## src/hw/isa_pkg.sv

```systemverilog
package isa_pkg;

    localparam int xlen        = 32;
    localparam int reg_addr_w  = 5;
    localparam int shamt_w     = $clog2(xlen);
    localparam int div_steps   = 32;
    localparam int div_cnt_w   = $clog2(div_steps);
    localparam int link_offset = 4;

    // Top bits select the class: 0x ALU, 10 multiply, 11 divide.
    typedef enum logic [4:0] {
        op_add   = 5'b00000,
        op_sub   = 5'b00001,
        op_slt   = 5'b00010,
        op_sltu  = 5'b00011,
        op_eq    = 5'b00100,
        op_and   = 5'b00101,
        op_or    = 5'b00110,
        op_xor   = 5'b00111,
        op_nor   = 5'b01000,
        op_sll   = 5'b01001,
        op_srl   = 5'b01010,
        op_sra   = 5'b01011,
        op_mul   = 5'b10000,
        op_mulh  = 5'b10001,
        op_mulhu = 5'b10010,
        op_div   = 5'b11000,
        op_mod   = 5'b11001,
        op_divu  = 5'b11010,
        op_modu  = 5'b11011
    } opcode_t;

    function automatic logic is_alu_op(opcode_t op);
        return op[4] == 1'b0;
    endfunction

    function automatic logic is_mul_op(opcode_t op);
        return op[4:3] == 2'b10;
    endfunction

    function automatic logic is_div_op(opcode_t op);
        return op[4:3] == 2'b11;
    endfunction

endpackage

```

## src/hw/ex_pkg.sv

```systemverilog
package ex_pkg;

    typedef struct packed {
        isa_pkg::opcode_t                  opcode;
        logic [isa_pkg::xlen-1:0]          pc;
        logic [isa_pkg::xlen-1:0]          src1;
        logic [isa_pkg::xlen-1:0]          src2;
        logic [isa_pkg::reg_addr_w-1:0]    dest;
        logic                              is_branch;
        logic                              branch_condition;
        logic [isa_pkg::xlen-1:0]          branch_target;
        logic                              is_jirl;
        logic                              pred_taken;
        logic [isa_pkg::xlen-1:0]          pred_target;
    } ex_req_t;

    typedef struct packed {
        logic [isa_pkg::xlen-1:0]          pc;
        logic [isa_pkg::xlen-1:0]          result;
        logic [isa_pkg::reg_addr_w-1:0]    dest;
        logic                              branch_taken;
        logic [isa_pkg::xlen-1:0]          branch_target;
        logic                              branch_mistaken;
    } ex_resp_t;

    // Source of the written-back result.
    typedef enum logic [2:0] {
        sel_alu,
        sel_mul_lo,
        sel_mul_hi,
        sel_quot,
        sel_rem,
        sel_link
    } result_sel_t;

    typedef enum logic [1:0] {
        st_idle,
        st_mul,
        st_div,
        st_done
    } ex_state_t;

endpackage

```

## src/hw/div_counter.sv

```systemverilog
module div_counter (
    input  logic clk,
    input  logic rst_n,
    input  logic clear,
    input  logic enable,
    output logic last
);

    logic [isa_pkg::div_cnt_w-1:0] count;

    always_ff @(posedge clk or negedge rst_n) begin
        if (!rst_n) begin
            count <= '0;
        end else if (clear) begin
            count <= isa_pkg::div_cnt_w'(isa_pkg::div_steps - 1);
        end else if (enable && count != '0) begin
            count <= count - 1'b1;
        end
    end

    // Count reaches zero on the final step.
    assign last = enable && count == '0;

    a_clear_enable_exclusive: assert property (@(posedge clk) disable iff (!rst_n)
        !(clear && enable));

endmodule

```

## src/hw/alu.sv

```systemverilog
module alu (
    input  isa_pkg::opcode_t          op,
    input  logic [isa_pkg::xlen-1:0]  src1,
    input  logic [isa_pkg::xlen-1:0]  src2,
    output logic [isa_pkg::xlen-1:0]  result
);

    logic [isa_pkg::shamt_w-1:0] shamt;

    assign shamt = src2[isa_pkg::shamt_w-1:0];

    always_comb begin
        case (op)
            isa_pkg::op_add:  result = src1 + src2;
            isa_pkg::op_sub:  result = src1 - src2;
            isa_pkg::op_slt: begin
                result = {{(isa_pkg::xlen-1){1'b0}}, $signed(src1) < $signed(src2)};
            end
            isa_pkg::op_sltu: begin
                result = {{(isa_pkg::xlen-1){1'b0}}, src1 < src2};
            end
            isa_pkg::op_eq: begin
                result = {{(isa_pkg::xlen-1){1'b0}}, src1 == src2};
            end
            isa_pkg::op_and:  result = src1 & src2;
            isa_pkg::op_or:   result = src1 | src2;
            isa_pkg::op_xor:  result = src1 ^ src2;
            isa_pkg::op_nor:  result = ~(src1 | src2);
            isa_pkg::op_sll:  result = src1 << shamt;
            isa_pkg::op_srl:  result = src1 >> shamt;
            isa_pkg::op_sra:  result = $signed(src1) >>> shamt;
            default:          result = '0;
        endcase
    end

endmodule

```

## src/hw/muldiv_unit.sv

```systemverilog
module muldiv_unit (
    input  logic                      clk,
    input  logic                      rst_n,
    input  isa_pkg::opcode_t          op,
    input  logic [isa_pkg::xlen-1:0]  src1,
    input  logic [isa_pkg::xlen-1:0]  src2,
    input  logic                      mul_en,
    input  logic                      div_start,
    input  logic                      div_step,
    output logic [isa_pkg::xlen-1:0]  mul_lo,
    output logic [isa_pkg::xlen-1:0]  mul_hi,
    output logic [isa_pkg::xlen-1:0]  quotient,
    output logic [isa_pkg::xlen-1:0]  remainder
);

    logic                             mul_sign_ex;
    logic [isa_pkg::xlen:0]           mul_a;
    logic [isa_pkg::xlen:0]           mul_b;
    logic signed [2*isa_pkg::xlen+1:0] product;

    logic                             div_signed;
    logic [isa_pkg::xlen-1:0]         dividend_mag;
    logic [isa_pkg::xlen-1:0]         divisor_mag;
    logic [isa_pkg::xlen-1:0]         quo;
    logic [isa_pkg::xlen-1:0]         rem;
    logic [isa_pkg::xlen-1:0]         dvsr;
    logic                             quot_neg;
    logic                             rem_neg;
    logic [isa_pkg::xlen:0]           shifted;
    logic [isa_pkg::xlen:0]           trial;
    logic                             fits;

    // Only mulh treats its operands as signed.
    assign mul_sign_ex = op == isa_pkg::op_mulh;
    assign mul_a = {mul_sign_ex && src1[isa_pkg::xlen-1], src1};
    assign mul_b = {mul_sign_ex && src2[isa_pkg::xlen-1], src2};

    always_ff @(posedge clk) begin
        if (mul_en) begin
            product <= $signed(mul_a) * $signed(mul_b);
        end
    end

    assign mul_lo = product[isa_pkg::xlen-1:0];
    assign mul_hi = product[2*isa_pkg::xlen-1:isa_pkg::xlen];

    assign div_signed   = op == isa_pkg::op_div || op == isa_pkg::op_mod;
    assign dividend_mag = (div_signed && src1[isa_pkg::xlen-1]) ? -src1 : src1;
    assign divisor_mag  = (div_signed && src2[isa_pkg::xlen-1]) ? -src2 : src2;

    // One restoring step: shift in the next dividend bit and try to subtract.
    assign shifted = {rem, quo[isa_pkg::xlen-1]};
    assign trial   = shifted - {1'b0, dvsr};
    assign fits    = shifted >= {1'b0, dvsr};

    always_ff @(posedge clk or negedge rst_n) begin
        if (!rst_n) begin
            quot_neg <= 1'b0;
            rem_neg  <= 1'b0;
        end else if (div_start) begin
            quot_neg <= div_signed && (src1[isa_pkg::xlen-1] ^ src2[isa_pkg::xlen-1]);
            rem_neg  <= div_signed && src1[isa_pkg::xlen-1];
        end
    end

    always_ff @(posedge clk) begin
        if (div_start) begin
            rem  <= '0;
            quo  <= dividend_mag;
            dvsr <= divisor_mag;
        end else if (div_step) begin
            rem <= fits ? trial[isa_pkg::xlen-1:0] : shifted[isa_pkg::xlen-1:0];
            quo <= {quo[isa_pkg::xlen-2:0], fits};
        end
    end

    assign quotient  = quot_neg ? -quo : quo;
    assign remainder = rem_neg ? -rem : rem;

endmodule

```

## src/hw/branch_unit.sv

```systemverilog
module branch_unit (
    input  ex_pkg::ex_req_t           req,
    input  logic [isa_pkg::xlen-1:0]  alu_result,
    output logic                      branch_taken,
    output logic [isa_pkg::xlen-1:0]  branch_target,
    output logic                      branch_mistaken,
    output logic [isa_pkg::xlen-1:0]  link_addr
);

    logic direction_wrong;
    logic target_wrong;

    // Conditional branches compare the ALU flag with the wanted condition.
    assign branch_taken = req.is_branch
                       && (req.is_jirl || req.branch_condition == alu_result[0]);

    // A jirl target is the register sum computed by the ALU.
    assign branch_target = req.is_jirl ? alu_result : req.branch_target;

    assign direction_wrong = branch_taken != req.pred_taken;
    assign target_wrong    = branch_taken && branch_target != req.pred_target;
    assign branch_mistaken = direction_wrong || target_wrong;

    assign link_addr = req.pc + isa_pkg::xlen'(isa_pkg::link_offset);

endmodule

```

## src/hw/ex_ctrl.sv

```systemverilog
module ex_ctrl (
    input  logic                 clk,
    input  logic                 rst_n,
    input  logic                 flush,
    input  logic                 in_valid,
    input  ex_pkg::ex_req_t      in_req,
    input  logic                 allowout,
    input  logic                 div_last,
    output logic                 stall,
    output logic                 out_valid,
    output ex_pkg::ex_req_t      held_req,
    output ex_pkg::result_sel_t  result_sel,
    output logic                 mul_en,
    output logic                 div_start,
    output logic                 div_step,
    output logic                 count_clear,
    output logic                 count_en
);

    ex_pkg::ex_state_t    state;
    ex_pkg::ex_state_t    state_entry;
    ex_pkg::result_sel_t  sel_entry;
    logic                 held_valid;
    logic                 div_busy;
    logic                 accept;
    logic                 leave;

    assign out_valid = held_valid && state == ex_pkg::st_done;
    assign stall     = held_valid && !(out_valid && allowout);
    assign accept    = in_valid && !stall;
    assign leave     = out_valid && allowout;

    assign mul_en      = state == ex_pkg::st_mul;
    // First cycle in st_div loads the divider, the rest are steps.
    assign div_start   = state == ex_pkg::st_div && !div_busy;
    assign div_step    = div_busy;
    assign count_clear = div_start;
    assign count_en    = div_busy;

    // Class decode of the incoming instruction.
    always_comb begin
        if (isa_pkg::is_mul_op(in_req.opcode)) begin
            state_entry = ex_pkg::st_mul;
        end else if (isa_pkg::is_div_op(in_req.opcode)) begin
            state_entry = ex_pkg::st_div;
        end else begin
            state_entry = ex_pkg::st_done;
        end

        if (in_req.is_jirl) begin
            sel_entry = ex_pkg::sel_link;
        end else if (isa_pkg::is_alu_op(in_req.opcode)) begin
            sel_entry = ex_pkg::sel_alu;
        end else begin
            case (in_req.opcode)
                isa_pkg::op_mul:                   sel_entry = ex_pkg::sel_mul_lo;
                isa_pkg::op_mulh, isa_pkg::op_mulhu: sel_entry = ex_pkg::sel_mul_hi;
                isa_pkg::op_div, isa_pkg::op_divu: sel_entry = ex_pkg::sel_quot;
                default:                           sel_entry = ex_pkg::sel_rem;
            endcase
        end
    end

    always_ff @(posedge clk or negedge rst_n) begin
        if (!rst_n) begin
            held_valid <= 1'b0;
            state      <= ex_pkg::st_idle;
            div_busy   <= 1'b0;
        end else if (flush) begin
            held_valid <= 1'b0;
            state      <= ex_pkg::st_idle;
            div_busy   <= 1'b0;
        end else begin
            div_busy <= state == ex_pkg::st_div && !div_last;
            if (accept) begin
                held_valid <= 1'b1;
                state      <= state_entry;
            end else if (leave) begin
                held_valid <= 1'b0;
                state      <= ex_pkg::st_idle;
            end else if (state == ex_pkg::st_mul) begin
                state <= ex_pkg::st_done;
            end else if (state == ex_pkg::st_div && div_last) begin
                state <= ex_pkg::st_done;
            end
        end
    end

    always_ff @(posedge clk) begin
        if (accept) begin
            held_req   <= in_req;
            result_sel <= sel_entry;
        end
    end

    // A held instruction is never left in idle, and an empty stage never sits in a busy state.
    a_valid_matches_state: assert property (@(posedge clk) disable iff (!rst_n)
        held_valid == (state != ex_pkg::st_idle));

    a_step_only_in_div: assert property (@(posedge clk) disable iff (!rst_n)
        div_step |-> state == ex_pkg::st_div);

endmodule

```

## src/hw/ex_stage.sv

```systemverilog
module ex_stage (
    input  logic              clk,
    input  logic              rst_n,
    input  logic              flush,
    input  logic              in_valid,
    input  ex_pkg::ex_req_t   in_req,
    output logic              stall,
    input  logic              allowout,
    output logic              out_valid,
    output ex_pkg::ex_resp_t  out_resp
);

    ex_pkg::ex_req_t           held_req;
    ex_pkg::result_sel_t       result_sel;
    logic                      mul_en;
    logic                      div_start;
    logic                      div_step;
    logic                      count_clear;
    logic                      count_en;
    logic                      div_last;
    logic [isa_pkg::xlen-1:0]  alu_result;
    logic [isa_pkg::xlen-1:0]  mul_lo;
    logic [isa_pkg::xlen-1:0]  mul_hi;
    logic [isa_pkg::xlen-1:0]  quotient;
    logic [isa_pkg::xlen-1:0]  remainder;
    logic [isa_pkg::xlen-1:0]  link_addr;
    logic                      branch_taken;
    logic [isa_pkg::xlen-1:0]  branch_target;
    logic                      branch_mistaken;
    logic [isa_pkg::xlen-1:0]  result;

    ex_ctrl ex_ctrl_inst (
        .clk         (clk),
        .rst_n       (rst_n),
        .flush       (flush),
        .in_valid    (in_valid),
        .in_req      (in_req),
        .allowout    (allowout),
        .div_last    (div_last),
        .stall       (stall),
        .out_valid   (out_valid),
        .held_req    (held_req),
        .result_sel  (result_sel),
        .mul_en      (mul_en),
        .div_start   (div_start),
        .div_step    (div_step),
        .count_clear (count_clear),
        .count_en    (count_en)
    );

    div_counter div_counter_inst (
        .clk    (clk),
        .rst_n  (rst_n),
        .clear  (count_clear),
        .enable (count_en),
        .last   (div_last)
    );

    alu alu_inst (
        .op     (held_req.opcode),
        .src1   (held_req.src1),
        .src2   (held_req.src2),
        .result (alu_result)
    );

    muldiv_unit muldiv_unit_inst (
        .clk       (clk),
        .rst_n     (rst_n),
        .op        (held_req.opcode),
        .src1      (held_req.src1),
        .src2      (held_req.src2),
        .mul_en    (mul_en),
        .div_start (div_start),
        .div_step  (div_step),
        .mul_lo    (mul_lo),
        .mul_hi    (mul_hi),
        .quotient  (quotient),
        .remainder (remainder)
    );

    branch_unit branch_unit_inst (
        .req             (held_req),
        .alu_result      (alu_result),
        .branch_taken    (branch_taken),
        .branch_target   (branch_target),
        .branch_mistaken (branch_mistaken),
        .link_addr       (link_addr)
    );

    always_comb begin
        case (result_sel)
            ex_pkg::sel_mul_lo: result = mul_lo;
            ex_pkg::sel_mul_hi: result = mul_hi;
            ex_pkg::sel_quot:   result = quotient;
            ex_pkg::sel_rem:    result = remainder;
            ex_pkg::sel_link:   result = link_addr;
            default:            result = alu_result;
        endcase
    end

    always_comb begin
        out_resp.pc              = held_req.pc;
        out_resp.result          = result;
        out_resp.dest            = held_req.dest;
        out_resp.branch_taken    = branch_taken;
        out_resp.branch_target   = branch_target;
        out_resp.branch_mistaken = branch_mistaken;
    end

endmodule

```

## config.mk

```make
export PLATFORM = sky130hd
export DESIGN_NAME = ex_stage
export DESIGN_NICKNAME = d
export VERILOG_FILES = /design/src/hw/isa_pkg.sv /design/src/hw/ex_pkg.sv /design/src/hw/div_counter.sv /design/src/hw/alu.sv /design/src/hw/muldiv_unit.sv /design/src/hw/branch_unit.sv /design/src/hw/ex_ctrl.sv /design/src/hw/ex_stage.sv
export SDC_FILE = /design/constraint.sdc
export NUM_CORES = 2
export LEC_CHECK = 0
export BUFFER_PORTS_ARGS = -buffer_cell sky130_fd_sc_hd__clkbuf_2
export CAP_MARGIN = 20
export CELL_PAD_IN_SITES_DETAIL_PLACEMENT = 0
export CELL_PAD_IN_SITES_GLOBAL_PLACEMENT = 1
export CORE_UTILIZATION = 40
export CTS_CLUSTER_SIZE = 10
export DETAILED_ROUTE_END_ITERATION = 10
export PLACE_DENSITY_LB_ADDON = 0.1
export SLEW_MARGIN = 25
export SYNTH_ARGS = -nofsm -noshare
export SYNTH_HDL_FRONTEND = slang
export SYNTH_SLANG_ARGS = --single-unit
```

## constraint.sdc

```tcl
create_clock -name clk -period 20.3 [get_ports clk]
set_input_delay 4.06 -clock clk [delete_from_list [all_inputs] [get_ports clk]]
set_output_delay 4.06 -clock clk [all_outputs]
set_load 0.01 [all_outputs]
```

==> run summary <==
status - finished, final reports clean
most common cell in the netlist - inv_1
max-cap check violation count - 0
CTS buffer count - 48
worst hold slack - 0.480 ns
cell taking the most area after synthesis - fa_1
Final Hold Fails - 0
Via density - 5.93
Filler Cell Count - 16300
f_max - 86.8 MHz
post-CTS repair timing setup buffer count - 0
FF+latch count, synth - 348
Setup Viol. Count Final - 0
startpoint types - flop
vias - 57200
met3 Use GR - 0.0822
EDFF count, synth - 305
Starting Density - 0.403
asr flop ratio synth - 0.0316
CTS tree - done
crit-path max FO - 35
fin crit share - 0.568
crit path DAT - 7.46 ns
Rel. slew slack - 0.200
GPL Wtd Cong - 1.09
Avg Cell Area, Syn - 8.93 µm²
share of the synthesized area in the top cell type - 0.344
CP endpoint kind - output pin
H-tree Lvls - 2
drt first pass iters - 8
clk sink count - 348
CP Class - flop to output pin
DRC violations left - 0
Seq/Total Area, Yosys - 0.153
top cells by area, synth - fa_1, edfxtp_1, inv_1, ha_1, nand2_1
Worst R2R Setup Slack - 9.02 ns
# IOs - 284
GRT met1 Usage - 0.491
Placed Area - 69500 µm²
Mapped Nets - 9013
crit path launch - ex_ctrl_inst.held_req[113]$_DFFE_PP_
reg2reg start - ex_ctrl_inst.held_req[171]$_DFFE_PP_
Hold WC Path Type - flop to flop
Reg clk slew, reported paths - 0.06 ns
WL/cell - 32.9 µm
CTS Root Cell - clkbuf_16
Final Max Slew Viols - 0
CP Depth - 18
Rows - 148
WHS Path Cells - 2
layout cells sized above 1 - 0.0951
CP peak stage delay - 0.84 ns
largest net degree at the start of global routing - 98
fin util - 0.437
cell count after synthesis - 7358
Top Usage Layer GRT - met2
total congestion overflow - 0
Setup TNS - 0 ns
post-route minimum period - 11.52 ns
GRT met2 Usage - 0.594
Slew @ Worst Pin - 1.18 ns
final instance area - 71100 µm²
WHS Endpoint - muldiv_unit_inst.rem_neg$_DFFE_PN0P_
RSZ-0062 raised after global routing - false
first-pass GRT wire length - 448 mm
critical-path cell list - buf_4, inv_1, ha_1, inv_1, a221oi_2, nand4_1, a211oi_1, xor2_1, a221oi_2, buf_4, xor2_1, nand2_1, a2111o_1, nor4_2, a21oi_1, o41ai_2, o311ai_1, clkbuf_2
synthesized area - 65700 µm²
DIE WIDTH - 407 µm
Register-to-Register Path Depth - 31
Max clock buf depth - 3
Post-CTS Hold Buffers - 0
Post-DP HPWL - 249 mm
Synth Flop Type - edfxtp_1
Slowest-stage cell, CP - ha_1
FF-to-FF End - muldiv_unit_inst.product[59]$_DFFE_PP_
GRT Total Usage - 0.381
HP Start - muldiv_unit_inst.rem_neg$_DFFE_PN0P_
starting DRC count in detailed routing - 6703
die area - 166000 µm²
DRT Wirelength - 317 mm
vias in the first global route - 58200
most frequent cells after synthesis - inv_1, fa_1, nand2_1
critical path's top delay family - compound AO/OA/AOI/OAI gates
skew final - 0.0518 ns
critical path required time - 16.24 ns
initial antenna violation count - 24
yosys warns - 0
worst path buffer plus inverter count - 5
Cell variety after synth - 114
Die Y - 407 µm
port buffer count - 283
Antenna Nets Post-Route - 0
P&R area growth vs syn - 8.29%
core area - 163000 µm²
post-cts sizing count - 0
worst skew pair latency - 0.71 ns
NumNets Final - 9088
[cell type report]
type | count | area [µm²] | area share
timing repair buffer | 500 | 3090 | 0.0434
tap | 2175 | 2720 | 0.0383
sequential | 348 | 10100 | 0.142
clock buffer | 63 | 1330 | 0.0187
multi-input combinational | 5240 | 48700 | 0.685
clock inverter | 20 | 309 | 0.00434
inverter | 1295 | 4860 | 0.0683
antenna | 5 | 12.5 | 0.000176
[stage by stage]
step                      worst slack, ns  std cells
after floorplan                     10.72       7358
after global placement               9.26       9557
after detailed placement             9.35       9558
after CTS                            9.09       9641
after global routing                 8.74       9644
final                                8.78       9646
[logic make-up after synthesis]
family                     synth area share
and+or+nand+nor                       0.141
buffers and inverters                 0.106
adders and majority gates             0.410
AOI/OAI and AO/OA                     0.124
DFF                                   0.153
xor gates and xnor gates             0.0409
muxes                                0.0248
[routing by layer]
| metal | up-vias | wire [µm] |
|---|---|---|
| met2 | 3035 | 141000 |
| met4 | 20 | 21200 |
| met3 | 656 | 28500 |
| li1 | 23900 | - |
| met5 | - | 147 |
| met1 | 29600 | 126000 |
[sequential cells by signal, summed over array words and instances, names as in the netlist]
name / flops
ex_ctrl_inst.held_valid: 1
muldiv_unit_inst.dvsr: 32
ex_ctrl_inst.held_req: 174
muldiv_unit_inst.product: 64
div_counter_inst.count: 5
ex_ctrl_inst.state: 2
muldiv_unit_inst.rem_neg: 1
muldiv_unit_inst.rem: 32
muldiv_unit_inst.quo: 32
ex_ctrl_inst.count_en: 1
ex_ctrl_inst.result_sel: 3
muldiv_unit_inst.quot_neg: 1
[cell usage in the layout (no fill, tap or decap), types with 48 or more instances in the layout]
cell / synthesis / layout
a31oi_1: 48 / 48
clkbuf_16: 0 / 49
nand3_1: 101 / 101
xor2_1: 120 / 120
inv_1: 1272 / 1270
nor3_1: 80 / 77
o22ai_1: 52 / 52
edfxtp_1: 305 / 305
mux2i_1: 58 / 58
o21ai_0: 212 / 212
buf_4: 47 / 214
nor2_1: 679 / 677
fa_1: 1128 / 1128
clkbuf_2: 3 / 283
ha_1: 348 / 348
xnor2_1: 187 / 187
a21o_1: 72 / 72
a211oi_1: 52 / 51
a21oi_1: 278 / 278
nand2_1: 971 / 971
[worst max path at each step]
stage | to | slack (ns)
6_report | out_resp[0] | 8.78
4_1_cts | out_resp[0] | 9.09
5_1_grt | out_resp[0] | 8.74
2_1_floorplan | ex_ctrl_inst.state[0]$_DFFE_PN0P_ | 10.72
3_5_place_dp | muldiv_unit_inst.product[59]$_DFFE_PP_ | 9.35
3_3_place_gp | muldiv_unit_inst.product[59]$_DFFE_PP_ | 9.26
[worst min-delay path: cells and delay by family, from the launching register on]
family	cells	cell delay, ns
flip-flops	1	0.34
AO/OA/AOI/OAI	1	0.06
AND/OR/NAND/NOR	1	0.05
Power is left out: the tool's default activity adds up to more than one toggle a clock period on the data nets, which glitch-free logic cannot reach.
